$ cat src/decode_pkg.sv
package decode_pkg;

    // ------------------------------------------------------------------
    // Widths
    // ------------------------------------------------------------------

    localparam int XLEN   = 32;    // Data path width
    localparam int REG_AW = 5;     // Register address width

    // ------------------------------------------------------------------
    // Encodings
    // ------------------------------------------------------------------

    // Major opcode field, low two bits included
    typedef enum logic [6:0] {
        OP     = 7'b0110011,
        OP_IMM = 7'b0010011,
        LUI    = 7'b0110111,
        AUIPC  = 7'b0010111,
        LOAD   = 7'b0000011,
        STORE  = 7'b0100011,
        BRANCH = 7'b1100011,
        JAL    = 7'b1101111,
        JALR   = 7'b1100111
    } opcode_e;

    typedef enum logic [1:0] {
        FU_NONE = 2'd0,            // Traps and bubbles
        FU_ALU  = 2'd1,
        FU_LSU  = 2'd2,
        FU_CFU  = 2'd3             // Branches and jumps
    } fu_e;

    typedef enum logic [4:0] {
        UOP_NONE = 5'd0,
        ALU_ADD  = 5'd1,
        ALU_SUB  = 5'd2,
        ALU_AND  = 5'd3,
        ALU_OR   = 5'd4,
        ALU_XOR  = 5'd5,
        ALU_SLT  = 5'd6,
        ALU_SLTU = 5'd7,
        ALU_SLL  = 5'd8,
        ALU_SRL  = 5'd9,
        ALU_SRA  = 5'd10,
        LSU_LB   = 5'd11,
        LSU_LH   = 5'd12,
        LSU_LW   = 5'd13,
        LSU_LBU  = 5'd14,
        LSU_LHU  = 5'd15,
        LSU_SB   = 5'd16,
        LSU_SH   = 5'd17,
        LSU_SW   = 5'd18,
        CFU_BEQ  = 5'd19,
        CFU_BNE  = 5'd20,
        CFU_BLT  = 5'd21,
        CFU_BGE  = 5'd22,
        CFU_BLTU = 5'd23,
        CFU_BGEU = 5'd24,
        CFU_JAL  = 5'd25,
        CFU_JALR = 5'd26
    } uop_e;

    // Trap causes, carried on rd
    localparam logic [4:0] TRAP_IACCESS = 5'd1;    // Fetch error
    localparam logic [4:0] TRAP_IOPCODE = 5'd2;    // Illegal encoding

    // One flag per operand source
    typedef struct packed {
        logic opa_rs1;             // A from rs1 data
        logic opa_pcim;            // A from pc + imm
        logic opb_rs2;             // B from rs2 data
        logic opb_imm;             // B from immediate
        logic opb_zero;            // B forced to zero
        logic opc_rs2;             // C from rs2 data
        logic opc_pcim;            // C from pc + imm
    } opr_sel_t;

endpackage

$ cat src/decode_stage_if.sv
`timescale 1ns/100ps

// Decoded record passed from the first stage to the operand stage.
// A transfer takes place on a clock edge with valid high and busy low.
interface decode_stage_if import decode_pkg::*; ();

    logic              valid;      // Record present
    logic              busy;       // Consumer cannot take it
    logic [XLEN-1:0]   pc;         // PC of the instruction
    uop_e              uop;
    fu_e               fu;
    logic [REG_AW-1:0] rd;         // Trap cause when trap is set
    logic [REG_AW-1:0] rs1;        // Zero when unused
    logic [REG_AW-1:0] rs2;
    logic [XLEN-1:0]   imm;
    opr_sel_t          opr_sel;
    logic              trap;

    modport producer (
        output valid,
        output pc,
        output uop,
        output fu,
        output rd,
        output rs1,
        output rs2,
        output imm,
        output opr_sel,
        output trap,
        input  busy
    );

    modport consumer (
        input  valid,
        input  pc,
        input  uop,
        input  fu,
        input  rd,
        input  rs1,
        input  rs2,
        input  imm,
        input  opr_sel,
        input  trap,
        output busy
    );

endinterface

$ cat src/decode_top.sv
`timescale 1ns/100ps

module decode_top import decode_pkg::*; #(
    parameter logic [XLEN-1:0] PC_RESET = 32'h8000_0000
) (
    input  logic                g_clk,
    input  logic                g_resetn,

    input  logic                i_valid,       // Fetch side
    output logic                o_busy,
    input  logic [XLEN-1:0]     i_instr,
    input  logic                i_fetch_err,

    output logic [REG_AW-1:0]   o_rs1_addr,    // Register file
    output logic [REG_AW-1:0]   o_rs2_addr,
    input  logic [XLEN-1:0]     i_rs1_rdata,
    input  logic [XLEN-1:0]     i_rs2_rdata,

    input  logic                i_cf_req,      // Redirect
    input  logic [XLEN-1:0]     i_cf_target,

    output logic                o_valid,       // Dispatch side
    input  logic                i_busy,
    output logic [REG_AW-1:0]   o_rd,
    output uop_e                o_uop,
    output fu_e                 o_fu,
    output logic                o_trap,
    output logic [XLEN-1:0]     o_opr_a,
    output logic [XLEN-1:0]     o_opr_b,
    output logic [XLEN-1:0]     o_opr_c
);

    decode_stage_if u_stage_if ();

    instr_decoder #(
        .PC_RESET (PC_RESET)
    ) u_instr_decoder (
        .g_clk       (g_clk),
        .g_resetn    (g_resetn),
        .i_valid     (i_valid),
        .o_busy      (o_busy),
        .i_instr     (i_instr),
        .i_fetch_err (i_fetch_err),
        .i_cf_req    (i_cf_req),
        .i_cf_target (i_cf_target),
        .o_dec       (u_stage_if.producer)
    );

    operand_stage u_operand_stage (
        .g_clk       (g_clk),
        .g_resetn    (g_resetn),
        .i_cf_req    (i_cf_req),
        .i_dec       (u_stage_if.consumer),
        .o_rs1_addr  (o_rs1_addr),
        .o_rs2_addr  (o_rs2_addr),
        .i_rs1_rdata (i_rs1_rdata),
        .i_rs2_rdata (i_rs2_rdata),
        .o_valid     (o_valid),
        .i_busy      (i_busy),
        .o_rd        (o_rd),
        .o_uop       (o_uop),
        .o_fu        (o_fu),
        .o_trap      (o_trap),
        .o_opr_a     (o_opr_a),
        .o_opr_b     (o_opr_b),
        .o_opr_c     (o_opr_c)
    );

endmodule

$ cat src/imm_gen.sv
`timescale 1ns/100ps

module imm_gen import decode_pkg::*; (
    input  logic [XLEN-1:0] i_instr,
    input  opcode_e         i_opcode,
    output logic [XLEN-1:0] o_imm
);

    logic [XLEN-1:0] imm_i;
    logic [XLEN-1:0] imm_s;
    logic [XLEN-1:0] imm_b;
    logic [XLEN-1:0] imm_u;
    logic [XLEN-1:0] imm_j;
    logic [XLEN-1:0] imm_shamt;
    logic            shift_imm;

    assign imm_i = {{20{i_instr[31]}}, i_instr[31:20]};
    assign imm_s = {{20{i_instr[31]}}, i_instr[31:25], i_instr[11:7]};

    assign imm_b = {{19{i_instr[31]}}, i_instr[31], i_instr[7],
                    i_instr[30:25], i_instr[11:8], 1'b0};       // Halfword offset

    assign imm_u = {i_instr[31:12], 12'b0};

    assign imm_j = {{11{i_instr[31]}}, i_instr[31], i_instr[19:12],
                    i_instr[20], i_instr[30:21], 1'b0};

    assign imm_shamt = {{(XLEN-5){1'b0}}, i_instr[24:20]};      // Shift amount only

    // slli, srli and srai carry funct7 in the upper I bits
    assign shift_imm = (i_instr[13:12] == 2'b01);

    always_comb begin
        case (i_opcode)
            OP_IMM:       o_imm = shift_imm ? imm_shamt : imm_i;
            LOAD, JALR:   o_imm = imm_i;
            STORE:        o_imm = imm_s;
            BRANCH:       o_imm = imm_b;
            LUI, AUIPC:   o_imm = imm_u;
            JAL:          o_imm = imm_j;
            default:      o_imm = '0;                           // OP and illegal
        endcase
    end

endmodule

$ cat src/instr_decoder.sv
`timescale 1ns/100ps

module instr_decoder import decode_pkg::*; #(
    parameter logic [XLEN-1:0] PC_RESET = 32'h8000_0000
) (
    input  logic                g_clk,
    input  logic                g_resetn,
    input  logic                i_valid,
    output logic                o_busy,
    input  logic [XLEN-1:0]     i_instr,
    input  logic                i_fetch_err,
    input  logic                i_cf_req,
    input  logic [XLEN-1:0]     i_cf_target,
    decode_stage_if.producer    o_dec
);

    opcode_e           opcode;
    logic [2:0]        funct3;
    logic [6:0]        funct7;
    logic [XLEN-1:0]   imm;
    logic [XLEN-1:0]   pc;
    logic              illegal;
    logic              no_rd;
    logic              n_trap;
    uop_e              n_uop;
    fu_e               n_fu;
    opr_sel_t          n_sel;
    logic [REG_AW-1:0] n_rd;
    logic [REG_AW-1:0] n_rs1;
    logic [REG_AW-1:0] n_rs2;
    logic              accept;

    assign opcode = opcode_e'(i_instr[6:0]);
    assign funct3 = i_instr[14:12];
    assign funct7 = i_instr[31:25];

    imm_gen u_imm_gen (
        .i_instr  (i_instr),
        .i_opcode (opcode),
        .o_imm    (imm)
    );

    // ALU op from funct3, alt selects sub / sra
    function automatic uop_e alu_uop(input logic [2:0] f3, input logic alt);
        uop_e u;
        case (f3)
            3'b000:  u = alt ? ALU_SUB : ALU_ADD;
            3'b001:  u = ALU_SLL;
            3'b010:  u = ALU_SLT;
            3'b011:  u = ALU_SLTU;
            3'b100:  u = ALU_XOR;
            3'b101:  u = alt ? ALU_SRA : ALU_SRL;
            3'b110:  u = ALU_OR;
            default: u = ALU_AND;
        endcase
        return u;
    endfunction

    // ------------------------------------------------------------------
    // Classification
    // ------------------------------------------------------------------

    always_comb begin
        illegal = 1'b0;
        no_rd   = 1'b0;
        n_uop   = UOP_NONE;
        n_fu    = FU_NONE;
        n_sel   = '0;
        case (opcode)
            OP: begin
                illegal = !(funct7 == 7'b0000000 ||
                            (funct7 == 7'b0100000 && funct3 inside {3'b000, 3'b101}));
                n_uop = alu_uop(funct3, funct7[5]);
                n_fu  = FU_ALU;
                n_sel.opa_rs1 = 1'b1;
                n_sel.opb_rs2 = 1'b1;
            end
            OP_IMM: begin
                if (funct3 == 3'b001) begin
                    illegal = (funct7 != 7'b0000000);                  // slli
                end else if (funct3 == 3'b101) begin
                    illegal = (funct7 != 7'b0000000) && (funct7 != 7'b0100000);
                end
                n_uop = alu_uop(funct3, funct3 == 3'b101 && funct7[5]);
                n_fu  = FU_ALU;
                n_sel.opa_rs1 = 1'b1;
                n_sel.opb_imm = 1'b1;
            end
            LUI: begin
                n_uop = ALU_OR;                                        // 0 | imm
                n_fu  = FU_ALU;
                n_sel.opb_imm = 1'b1;
            end
            AUIPC: begin
                n_uop = ALU_ADD;
                n_fu  = FU_ALU;
                n_sel.opa_pcim = 1'b1;
                n_sel.opb_zero = 1'b1;
            end
            LOAD: begin
                case (funct3)
                    3'b000:  n_uop = LSU_LB;
                    3'b001:  n_uop = LSU_LH;
                    3'b010:  n_uop = LSU_LW;
                    3'b100:  n_uop = LSU_LBU;
                    3'b101:  n_uop = LSU_LHU;
                    default: illegal = 1'b1;
                endcase
                n_fu = FU_LSU;
                n_sel.opa_rs1 = 1'b1;
                n_sel.opb_imm = 1'b1;
            end
            STORE: begin
                case (funct3)
                    3'b000:  n_uop = LSU_SB;
                    3'b001:  n_uop = LSU_SH;
                    3'b010:  n_uop = LSU_SW;
                    default: illegal = 1'b1;
                endcase
                n_fu  = FU_LSU;
                no_rd = 1'b1;
                n_sel.opa_rs1 = 1'b1;
                n_sel.opb_imm = 1'b1;
                n_sel.opc_rs2 = 1'b1;                                  // Store data
            end
            BRANCH: begin
                case (funct3)
                    3'b000:  n_uop = CFU_BEQ;
                    3'b001:  n_uop = CFU_BNE;
                    3'b100:  n_uop = CFU_BLT;
                    3'b101:  n_uop = CFU_BGE;
                    3'b110:  n_uop = CFU_BLTU;
                    3'b111:  n_uop = CFU_BGEU;
                    default: illegal = 1'b1;
                endcase
                n_fu  = FU_CFU;
                no_rd = 1'b1;
                n_sel.opa_rs1  = 1'b1;
                n_sel.opb_rs2  = 1'b1;
                n_sel.opc_pcim = 1'b1;                                 // Taken target
            end
            JAL: begin
                n_uop = CFU_JAL;
                n_fu  = FU_CFU;
                n_sel.opb_zero = 1'b1;
                n_sel.opc_pcim = 1'b1;
            end
            JALR: begin
                illegal = (funct3 != 3'b000);
                n_uop = CFU_JALR;
                n_fu  = FU_CFU;
                n_sel.opa_rs1 = 1'b1;
                n_sel.opb_imm = 1'b1;
            end
            default: illegal = 1'b1;
        endcase

        n_trap = i_fetch_err || illegal;
        if (n_trap) begin
            n_uop = UOP_NONE;
            n_fu  = FU_NONE;
            n_sel = '0;                                                // Nothing sourced
        end
    end

    // Fetch error wins over illegal encoding
    assign n_rd  = i_fetch_err ? TRAP_IACCESS :
                   illegal     ? TRAP_IOPCODE :
                   no_rd       ? '0           : i_instr[11:7];
    assign n_rs1 = n_sel.opa_rs1 ? i_instr[19:15] : '0;
    assign n_rs2 = (n_sel.opb_rs2 || n_sel.opc_rs2) ? i_instr[24:20] : '0;

    // ------------------------------------------------------------------
    // Handshake, PC and pipeline register
    // ------------------------------------------------------------------

    assign o_busy = (o_dec.valid && o_dec.busy) || i_cf_req;
    assign accept = i_valid && !o_busy;

    always_ff @(posedge g_clk) begin
        if (!g_resetn) begin
            pc <= PC_RESET;
        end else if (i_cf_req) begin
            pc <= i_cf_target;                                         // Redirect always taken
        end else if (accept) begin
            pc <= pc + 32'd4;
        end
    end

    always_ff @(posedge g_clk) begin
        if (!g_resetn) begin
            o_dec.valid <= 1'b0;
        end else if (i_cf_req) begin
            o_dec.valid <= 1'b0;                                       // Drop in-flight record
        end else if (accept) begin
            o_dec.valid <= 1'b1;
        end else if (!o_dec.busy) begin
            o_dec.valid <= 1'b0;
        end
    end

    always_ff @(posedge g_clk) begin
        if (accept) begin
            o_dec.pc      <= pc;
            o_dec.uop     <= n_uop;
            o_dec.fu      <= n_fu;
            o_dec.rd      <= n_rd;
            o_dec.rs1     <= n_rs1;
            o_dec.rs2     <= n_rs2;
            o_dec.imm     <= imm;
            o_dec.opr_sel <= n_sel;
            o_dec.trap    <= n_trap;
        end
    end

    a_trap_no_fu: assert property (@(posedge g_clk) disable iff (!g_resetn)
        o_dec.valid && o_dec.trap |-> o_dec.fu == FU_NONE);

endmodule

$ cat src/operand_stage.sv
`timescale 1ns/100ps

module operand_stage import decode_pkg::*; (
    input  logic                g_clk,
    input  logic                g_resetn,
    input  logic                i_cf_req,
    decode_stage_if.consumer    i_dec,
    output logic [REG_AW-1:0]   o_rs1_addr,
    output logic [REG_AW-1:0]   o_rs2_addr,
    input  logic [XLEN-1:0]     i_rs1_rdata,
    input  logic [XLEN-1:0]     i_rs2_rdata,
    output logic                o_valid,
    input  logic                i_busy,
    output logic [REG_AW-1:0]   o_rd,
    output uop_e                o_uop,
    output fu_e                 o_fu,
    output logic                o_trap,
    output logic [XLEN-1:0]     o_opr_a,
    output logic [XLEN-1:0]     o_opr_b,
    output logic [XLEN-1:0]     o_opr_c
);

    opr_sel_t        sel;
    logic            take;
    logic [XLEN-1:0] pc_imm;
    logic            opa_ld;
    logic            opb_ld;
    logic            opc_ld;
    logic [XLEN-1:0] n_opr_a;
    logic [XLEN-1:0] n_opr_b;
    logic [XLEN-1:0] n_opr_c;

    assign i_dec.busy = (o_valid && i_busy) || i_cf_req;
    assign take       = i_dec.valid && !i_dec.busy;
    assign sel        = i_dec.opr_sel;

    // Register file is read in the transfer cycle
    assign o_rs1_addr = i_dec.rs1;
    assign o_rs2_addr = i_dec.rs2;

    assign pc_imm = i_dec.pc + i_dec.imm;                              // auipc, branch, jal

    // ------------------------------------------------------------------
    // Operand muxes
    // ------------------------------------------------------------------

    // ALU ops always consume A, so lui loads zero here
    assign opa_ld = take && (sel.opa_rs1 || sel.opa_pcim || i_dec.fu == FU_ALU);
    assign opb_ld = take && (sel.opb_rs2 || sel.opb_imm || sel.opb_zero);
    assign opc_ld = take && (sel.opc_rs2 || sel.opc_pcim);

    assign n_opr_a = {XLEN{sel.opa_rs1 }} & i_rs1_rdata |
                     {XLEN{sel.opa_pcim}} & pc_imm;

    assign n_opr_b = {XLEN{sel.opb_rs2 }} & i_rs2_rdata |
                     {XLEN{sel.opb_imm }} & i_dec.imm;                 // Zero if opb_zero

    assign n_opr_c = {XLEN{sel.opc_rs2 }} & i_rs2_rdata |
                     {XLEN{sel.opc_pcim}} & pc_imm;

    // ------------------------------------------------------------------
    // Output register
    // ------------------------------------------------------------------

    always_ff @(posedge g_clk) begin
        if (!g_resetn) begin
            o_valid <= 1'b0;
        end else if (i_cf_req) begin
            o_valid <= 1'b0;
        end else if (take) begin
            o_valid <= 1'b1;
        end else if (!i_busy) begin
            o_valid <= 1'b0;                                           // Taken downstream
        end
    end

    always_ff @(posedge g_clk) begin
        if (take) begin
            o_rd   <= i_dec.rd;
            o_uop  <= i_dec.uop;
            o_fu   <= i_dec.fu;
            o_trap <= i_dec.trap;
        end
        if (opa_ld) begin
            o_opr_a <= n_opr_a;
        end
        if (opb_ld) begin
            o_opr_b <= n_opr_b;
        end
        if (opc_ld) begin
            o_opr_c <= n_opr_c;                                        // Else keep old value
        end
    end

    a_hold_outputs: assert property (@(posedge g_clk) disable iff (!g_resetn)
        o_valid && i_busy && !i_cf_req |=>
            $stable({o_valid, o_rd, o_uop, o_fu, o_trap, o_opr_a, o_opr_b, o_opr_c}));

endmodule

$ cat config.mk
export PLATFORM = sky130hd
export DESIGN_NAME = decode_top
export DESIGN_NICKNAME = d
export VERILOG_FILES = /design/src/decode_pkg.sv /design/src/decode_stage_if.sv /design/src/decode_top.sv /design/src/imm_gen.sv /design/src/instr_decoder.sv /design/src/operand_stage.sv
export SDC_FILE = /design/constraint.sdc
export NUM_CORES = 1
export LEC_CHECK = 0
export BUFFER_PORTS_ARGS = -buffer_cell sky130_fd_sc_hd__clkbuf_2
export CORE_MARGIN = 5
export CORE_UTILIZATION = 30
export CTS_CLUSTER_DIAMETER = 100
export DETAILED_ROUTE_END_ITERATION = 7
export PLACE_DENSITY = 0.55
export RECOVER_POWER = 25
export SYNTH_ARGS = -nofsm -noshare
export SYNTH_HDL_FRONTEND = slang
export SYNTH_SLANG_ARGS = --single-unit
$ cat constraint.sdc
create_clock -name g_clk -period 7.5 [get_ports g_clk]
set_input_delay 0.375 -clock g_clk [delete_from_list [all_inputs] [get_ports g_clk]]
set_output_delay 0.375 -clock g_clk [all_outputs]
set_load 0.005 [all_outputs]
; Yosys cells after proc, flatten, opt, wreduce, memory -nomap -nowiden
; Index checks and enable logic that the tools add are counted.
[classes]
multipliers = 0
addsub = 2
bitwise = 10
shifts = 0
eq_ne = 22
div_mod_pow = 0
n_lt_le_gt_ge = 0
mux = 36
n_reduce_logical = 46
[op_table]
columns = cell, n
row1 = $and 32x32->32, 6
row2 = $pmux 32 s6, 1
row3 = $mux 32, 3
row4 = $or 32x32->32, 3
row5 = $pmux 5 s7, 2
row6 = $pmux 5 s9, 1
row7 = $add 32x3->32 const B, 1
row8 = $add 32x32->32, 1
row9 = $pmux 5 s6, 1
row10 = $eq 7x6->1 const B, 4
row11 = $eq 7x7->1 const B, 3
row12 = $pmux 4 s5, 1
row13 = $mux 1, 17
row14 = $reduce_or 2->1, 8
row15 = $pmux 5 s3, 1
row16 = $eq 7x5->1 const B, 2
row17 = $eq 3x3->1 const B, 4
row18 = $mux 2, 6
row19 = $reduce_or 3->1, 4
row20 = $reduce_or 6->1, 2
row21 = $logic_and 1x1->1, 10
row22 = $logic_or 1x1->1, 10
row23 = $reduce_or 5->1, 2
row24 = $eq 7x2->1 const B, 1
row25 = 17 further kinds, 22
[word_totals]
ramBits = 0
input_bits = 134
mem_bits_ro = 0
reg_bits = 237
wordCells = 142
latchBits = 0
mem_count = 0
output_inout_bits = 121

; Depth between registers and ports, before layout
[logic_depth]
depth_word = 9
ltp_mapped = 10
depth_no_buf = 10

; Hierarchy
; Synthesis repeated with hierarchy kept, for this count alone.
[hier_totals]
hier_cells = 1104
hier_area_um2 = 12424.4
[by_module_without_submodules]
columns = mod, area_per_inst_um2, cells_per_inst, seq_area_each_um2, n_inst
row1 = operand_stage, 6466.2, 581, 3293.2, 1
row2 = instr_decoder, 5479.0, 461, 3483.3, 1
row3 = imm_gen, 479.2, 62, 0.0, 1

; Worst setup path after synthesis
; OpenSTA, ideal clock, no wires.
[synth_timing]
path_kind = input to register
startpoint = input i_busy
endpoint = register u_instr_decoder.pc[26]
setup_time_ps = 71
arrival_time_ps = 4198
path_buffers = 1
path_stages = 8
slack_ps = 3232
required_ps = 7429
cell_sequence = a31oi_1 nand2_1 inv_1 clkbuf_1 nand4_1 nor2_1 a21oi_1 a21oi_1
[synth_between]
elab_chain_len = 7
[synth_lines]
columns = item, line
row1 = from (decl), decode_top.sv:23  ; input logic i_busy,
row2 = $logic_and 1x1->1, operand_stage.sv:33  ; assign i_dec.busy = (o_valid && i_busy) || i_cf_req;
row3 = $logic_or 1x1->1, operand_stage.sv:33
row4 = $logic_and 1x1->1, instr_decoder.sv:177  ; assign o_busy = (o_dec.valid && o_dec.busy) || i_cf_req;
row5 = $logic_or 1x1->1, instr_decoder.sv:177
row6 = $logic_not 1->1, instr_decoder.sv:178  ; assign accept = i_valid && !o_busy;
row7 = $logic_and 1x1->1, instr_decoder.sv:178
row8 = named net u_instr_decoder.accept, instr_decoder.sv:31  ; logic accept;
row9 = $reduce_bool 2->1 (no source line), --
row10 = to (signal assigned), instr_decoder.sv:184  ; pc <= i_cf_target;
row11 = to (signal assigned), instr_decoder.sv:186  ; pc <= pc + 32'd4;
row12 = to (decl), instr_decoder.sv:21  ; logic [XLEN-1:0] pc;
; The timed path passes the listed nets, and every way through them passes these cells.
; A chain may end at the register's enable or synchronous reset.

; Worst setup path after layout
[layout_timing]
startpoint = input i_cf_req
endpoint = register u_instr_decoder.pc[14]
[layout_between]
elab_chain_len = 6
elab_cells_between_ends = 7
cone_classes = mux: 1 / reduce/logical: 6
[layout_lines]
columns = item, line
row1 = from (decl), decode_top.sv:19  ; input logic i_cf_req,
row2 = $logic_or 1x1->1, operand_stage.sv:33
row3 = $logic_and 1x1->1, instr_decoder.sv:177
row4 = $logic_or 1x1->1, instr_decoder.sv:177
row5 = $logic_not 1->1, instr_decoder.sv:178
row6 = $logic_and 1x1->1, instr_decoder.sv:178
row7 = $reduce_bool 2->1 (no source line), --
; Parallel ways exist; a longest one is shown, timed or not.

==> impl_metrics.json <==
{
  "required_ns": 7.96,
  "grt_pass1_wl_um": 58300,
  "multi_input_area_um2": 4700,
  "p_leak_nw": 5.51,
  "async_reset_ff_share_pct": 0,
  "clock_path_buffers": 3,
  "postCtsSetupBuffers": 0,
  "crit_chain": "clkbuf_2 > clkbuf_1 > a31oi_1 > nand2_1 > buf_4 > inv_4 > nor2_1 > o21ai_0 > a31oi_1",
  "die_w_um": 209,
  "worstReg2RegEnd": "u_operand_stage.o_opr_a[31]",
  "seq_area_um2": 6780,
  "via_per_inst": 5.29,
  "worstPathArrival_ns": 4.16,
  "synth_area_leaders": "edfxtp_1, a22o_1, dfxtp_1, ha_1, a21oi_1",
  "fp.dieH_um": 209,
  "numCtsBuffers": 28,
  "violations": "capacitance limit, slew limit",
  "dieArea_um2": 43500,
  "min_to": "u_instr_decoder.pc[20]",
  "cts_hold_buf": 0,
  "relSlewSlack_pct": -23.6,
  "wl_per_cell_um": 21.6,
  "synth.distinct_cells": 68,
  "dr.pass1.iters": 5,
  "max_stage_delay_ns": 1.32,
  "min_path_cells": 3,
  "post-synth-top-count-cell": "edfxtp_1",
  "reg2reg_depth": 7,
  "grt_max_degree": 77,
  "crit_family": "buffers and inverters",
  "initial_core_util_pct": 30.5,
  "tightest_slew_ns": 1.85,
  "cts_sinks": 237,
  "fin_util_pct": 37.1,
  "max_cap_violations": 2,
  "gp_congestion": 0.899,
  "worstHoldStart": "i_cf_target[20]",
  "dpl_cell_area_um2": 13600,
  "max_freq_ghz": 0.270,
  "hold_viol": 0,
  "dp_slack_ns": 4.31,
  "htreeDepth": 1,
  "whs_ns": 0.0574,
  "portBuffers": 254,
  "r2r_slack_ns": 4.49,
  "n_antenna_cell": 0,
  "synth.top_cell.area_share_pct": 51.5,
  "peakVddDrop_uv": 133,
  "layout_setup_ws_ns": 3.80,
  "status": "finished, violations left",
  "powerDensity_nw_per_um2": 225,
  "crit_top_cell": "a31oi_1",
  "rsz0062_at_grt": "false",
  "synth_ff_type": "edfxtp_1",
  "cts_tree": "built",
  "yosys_warnings": 0,
  "synth-seq-area-share_pct": 57.2,
  "synth_seq_cells": 237,
  "ys_top_cells_by_count": "edfxtp_1, a22o_1, nand2_1, a21oi_1, clkbuf_1",
  "drc": 0,
  "min_period_ns": 3.70,
  "cts.clk_slew.worst_paths_ns": 0.06,
  "syn_area_um2": 11800,
  "fill_cells": 3852,
  "track_usage_pct": 17.1,
  "io_pins": 255,
  "grt_pass1_vias": 9147,
  "post-route-period-util_pct": 49.3,
  "synthCells": 1034,
  "r2r-start": "u_instr_decoder.o_dec.imm[17]",
  "yosysTopAreaCell": "edfxtp_1",
  "wirelength_um": 39000,
  "final-max-slew-violation-count": 78,
  "fp.coreArea_um2": 38800,
  "antenna_found_initial": 1,
  "drive_gt1_share_pct": 22.9,
  "cts_root_buf": "clkbuf_16",
  "avgSynthCellArea_um2": 11.4,
  "hpwl_um": 30000,
  "slowest_stage": "clkbuf_1",
  "crit_type": "in -> reg",
  "nNetsFinal": 1432,
  "gr-total-overflow": 0,
  "path_max_fanout": 43,
  "finalSetupTns_ns": 0,
  "crit_path_start_kind": "input port",
  "setup_viol": 0,
  "critPathBufInv": 4,
  "min_path_type": "in -> reg",
  "synth-edff-count": 203,
  "clk_latency_ns": 0.55,
  "stdcell_area_um2": 14400,
  "syn_nets": 1201,
  "num_vias": 9535,
  "first_iter_violations": 940,
  "ant_nets": 0,
  "endpoint_kind": "register",
  "skew_ns": 0.00996,
  "cts.repair.resized": 0,
  "fp-row-count": 72,
  "area_growth_pct": 21.7
}
layout make-up:
class	count	area share [%]
Multi-Input combinational cell	704	32.6
Sequential cell	237	47.1
Timing Repair Buffer	266	9.12
Clock inverter	17	0.834
Tap cell	518	4.50
Inverter	28	0.764
Clock buffer	32	5.12
sequential cells by signal, summed over array words and instances (netlist names), 7 cells and up:
signal	count
u_operand_stage.o_opr_a	32
u_instr_decoder.o_dec.opr_sel	7
u_instr_decoder.o_dec.imm	32
u_instr_decoder.pc	32
u_operand_stage.o_opr_c	32
u_operand_stage.o_opr_b	32
u_instr_decoder.o_dec.pc	32
kinds of logic (layout without fill, tap and decap cells):
logic type	after synthesis	in the layout	synth area share (%)
flops	237	237	57.2
fa+ha+maj	33	33	3.55
mux	8	8	0.687
buf+inv	93	343	3.10
simple gates	281	281	12.0
xor+xnor	29	29	2.15
compound gates	353	353	21.2
worst reg2reg max path, cell delays in order, from the launching register on:
cell      delay [ns]
edfxtp_1        0.44
ha_1            0.42
a21oi_1         0.33
nand2_1         0.15
a221oi_1        0.61
a211oi_1        0.20
or3_1           0.36
a32o_1          0.27
worst max path at each step:
| stage | startpoint | end | slack [ns] | cells past startpoint |
|---|---|---|---|---|
| finish | i_cf_req | u_instr_decoder.pc[14] | 3.80 | 9 |
| global route | i_cf_req | u_instr_decoder.pc[11] | 3.47 | 9 |
| CTS | u_instr_decoder.o_dec.imm[1] | u_operand_stage.o_opr_a[31] | 4.50 | 8 |
| detailed placement | i_cf_req | u_instr_decoder.pc[26] | 4.31 | 11 |
| global placement | i_cf_req | u_instr_decoder.pc[26] | 4.36 | 11 |
| floorplan | i_busy | u_instr_decoder.pc[26] | 3.23 | 8 |
through the flow:
step                power [W]  instances
floorplan             0.00182       1034
global placement      0.00199       1753
detailed placement    0.00200       1753
CTS                   0.00328       1802
global route          0.00338       1802
finish                0.00324       1802
power breakdown:
| part | internal (W) | total (W) | switching (W) |
|---|---|---|---|
| clock network | 0.000734 | 0.00127 | 0.000535 |
| logic | 0.000172 | 0.000431 | 0.000259 |
| registers | 0.00150 | 0.00154 | 0.0000434 |
| total | 0.00240 | 0.00324 | 0.000837 |
layout by cell type (no fill, tap or decap), types with 29 or more instances in the layout:
cell type	synthesis	layout
edfxtp_1	203	203
clkbuf_1	60	37
nor2_1	57	54
clkbuf_2	0	222
nand2_1	82	82
ha_1	32	32
a21oi_1	73	73
dfxtp_1	34	34
o21ai_0	57	57
clkbuf_16	0	29
a22o_1	88	88
per-layer routing:
layer | track usage [%] | vias up | routed length (µm)
met1 | 25.8 | 4635 | 18700
met3 | 2.62 | 47 | 2510
met5 | 0 | - | 20
met2 | 26.4 | 378 | 17200
li1 | - | 4473 | -
met4 | 3.24 | 2 | 578
No activity file was read; power rests on OpenSTA's default activity.
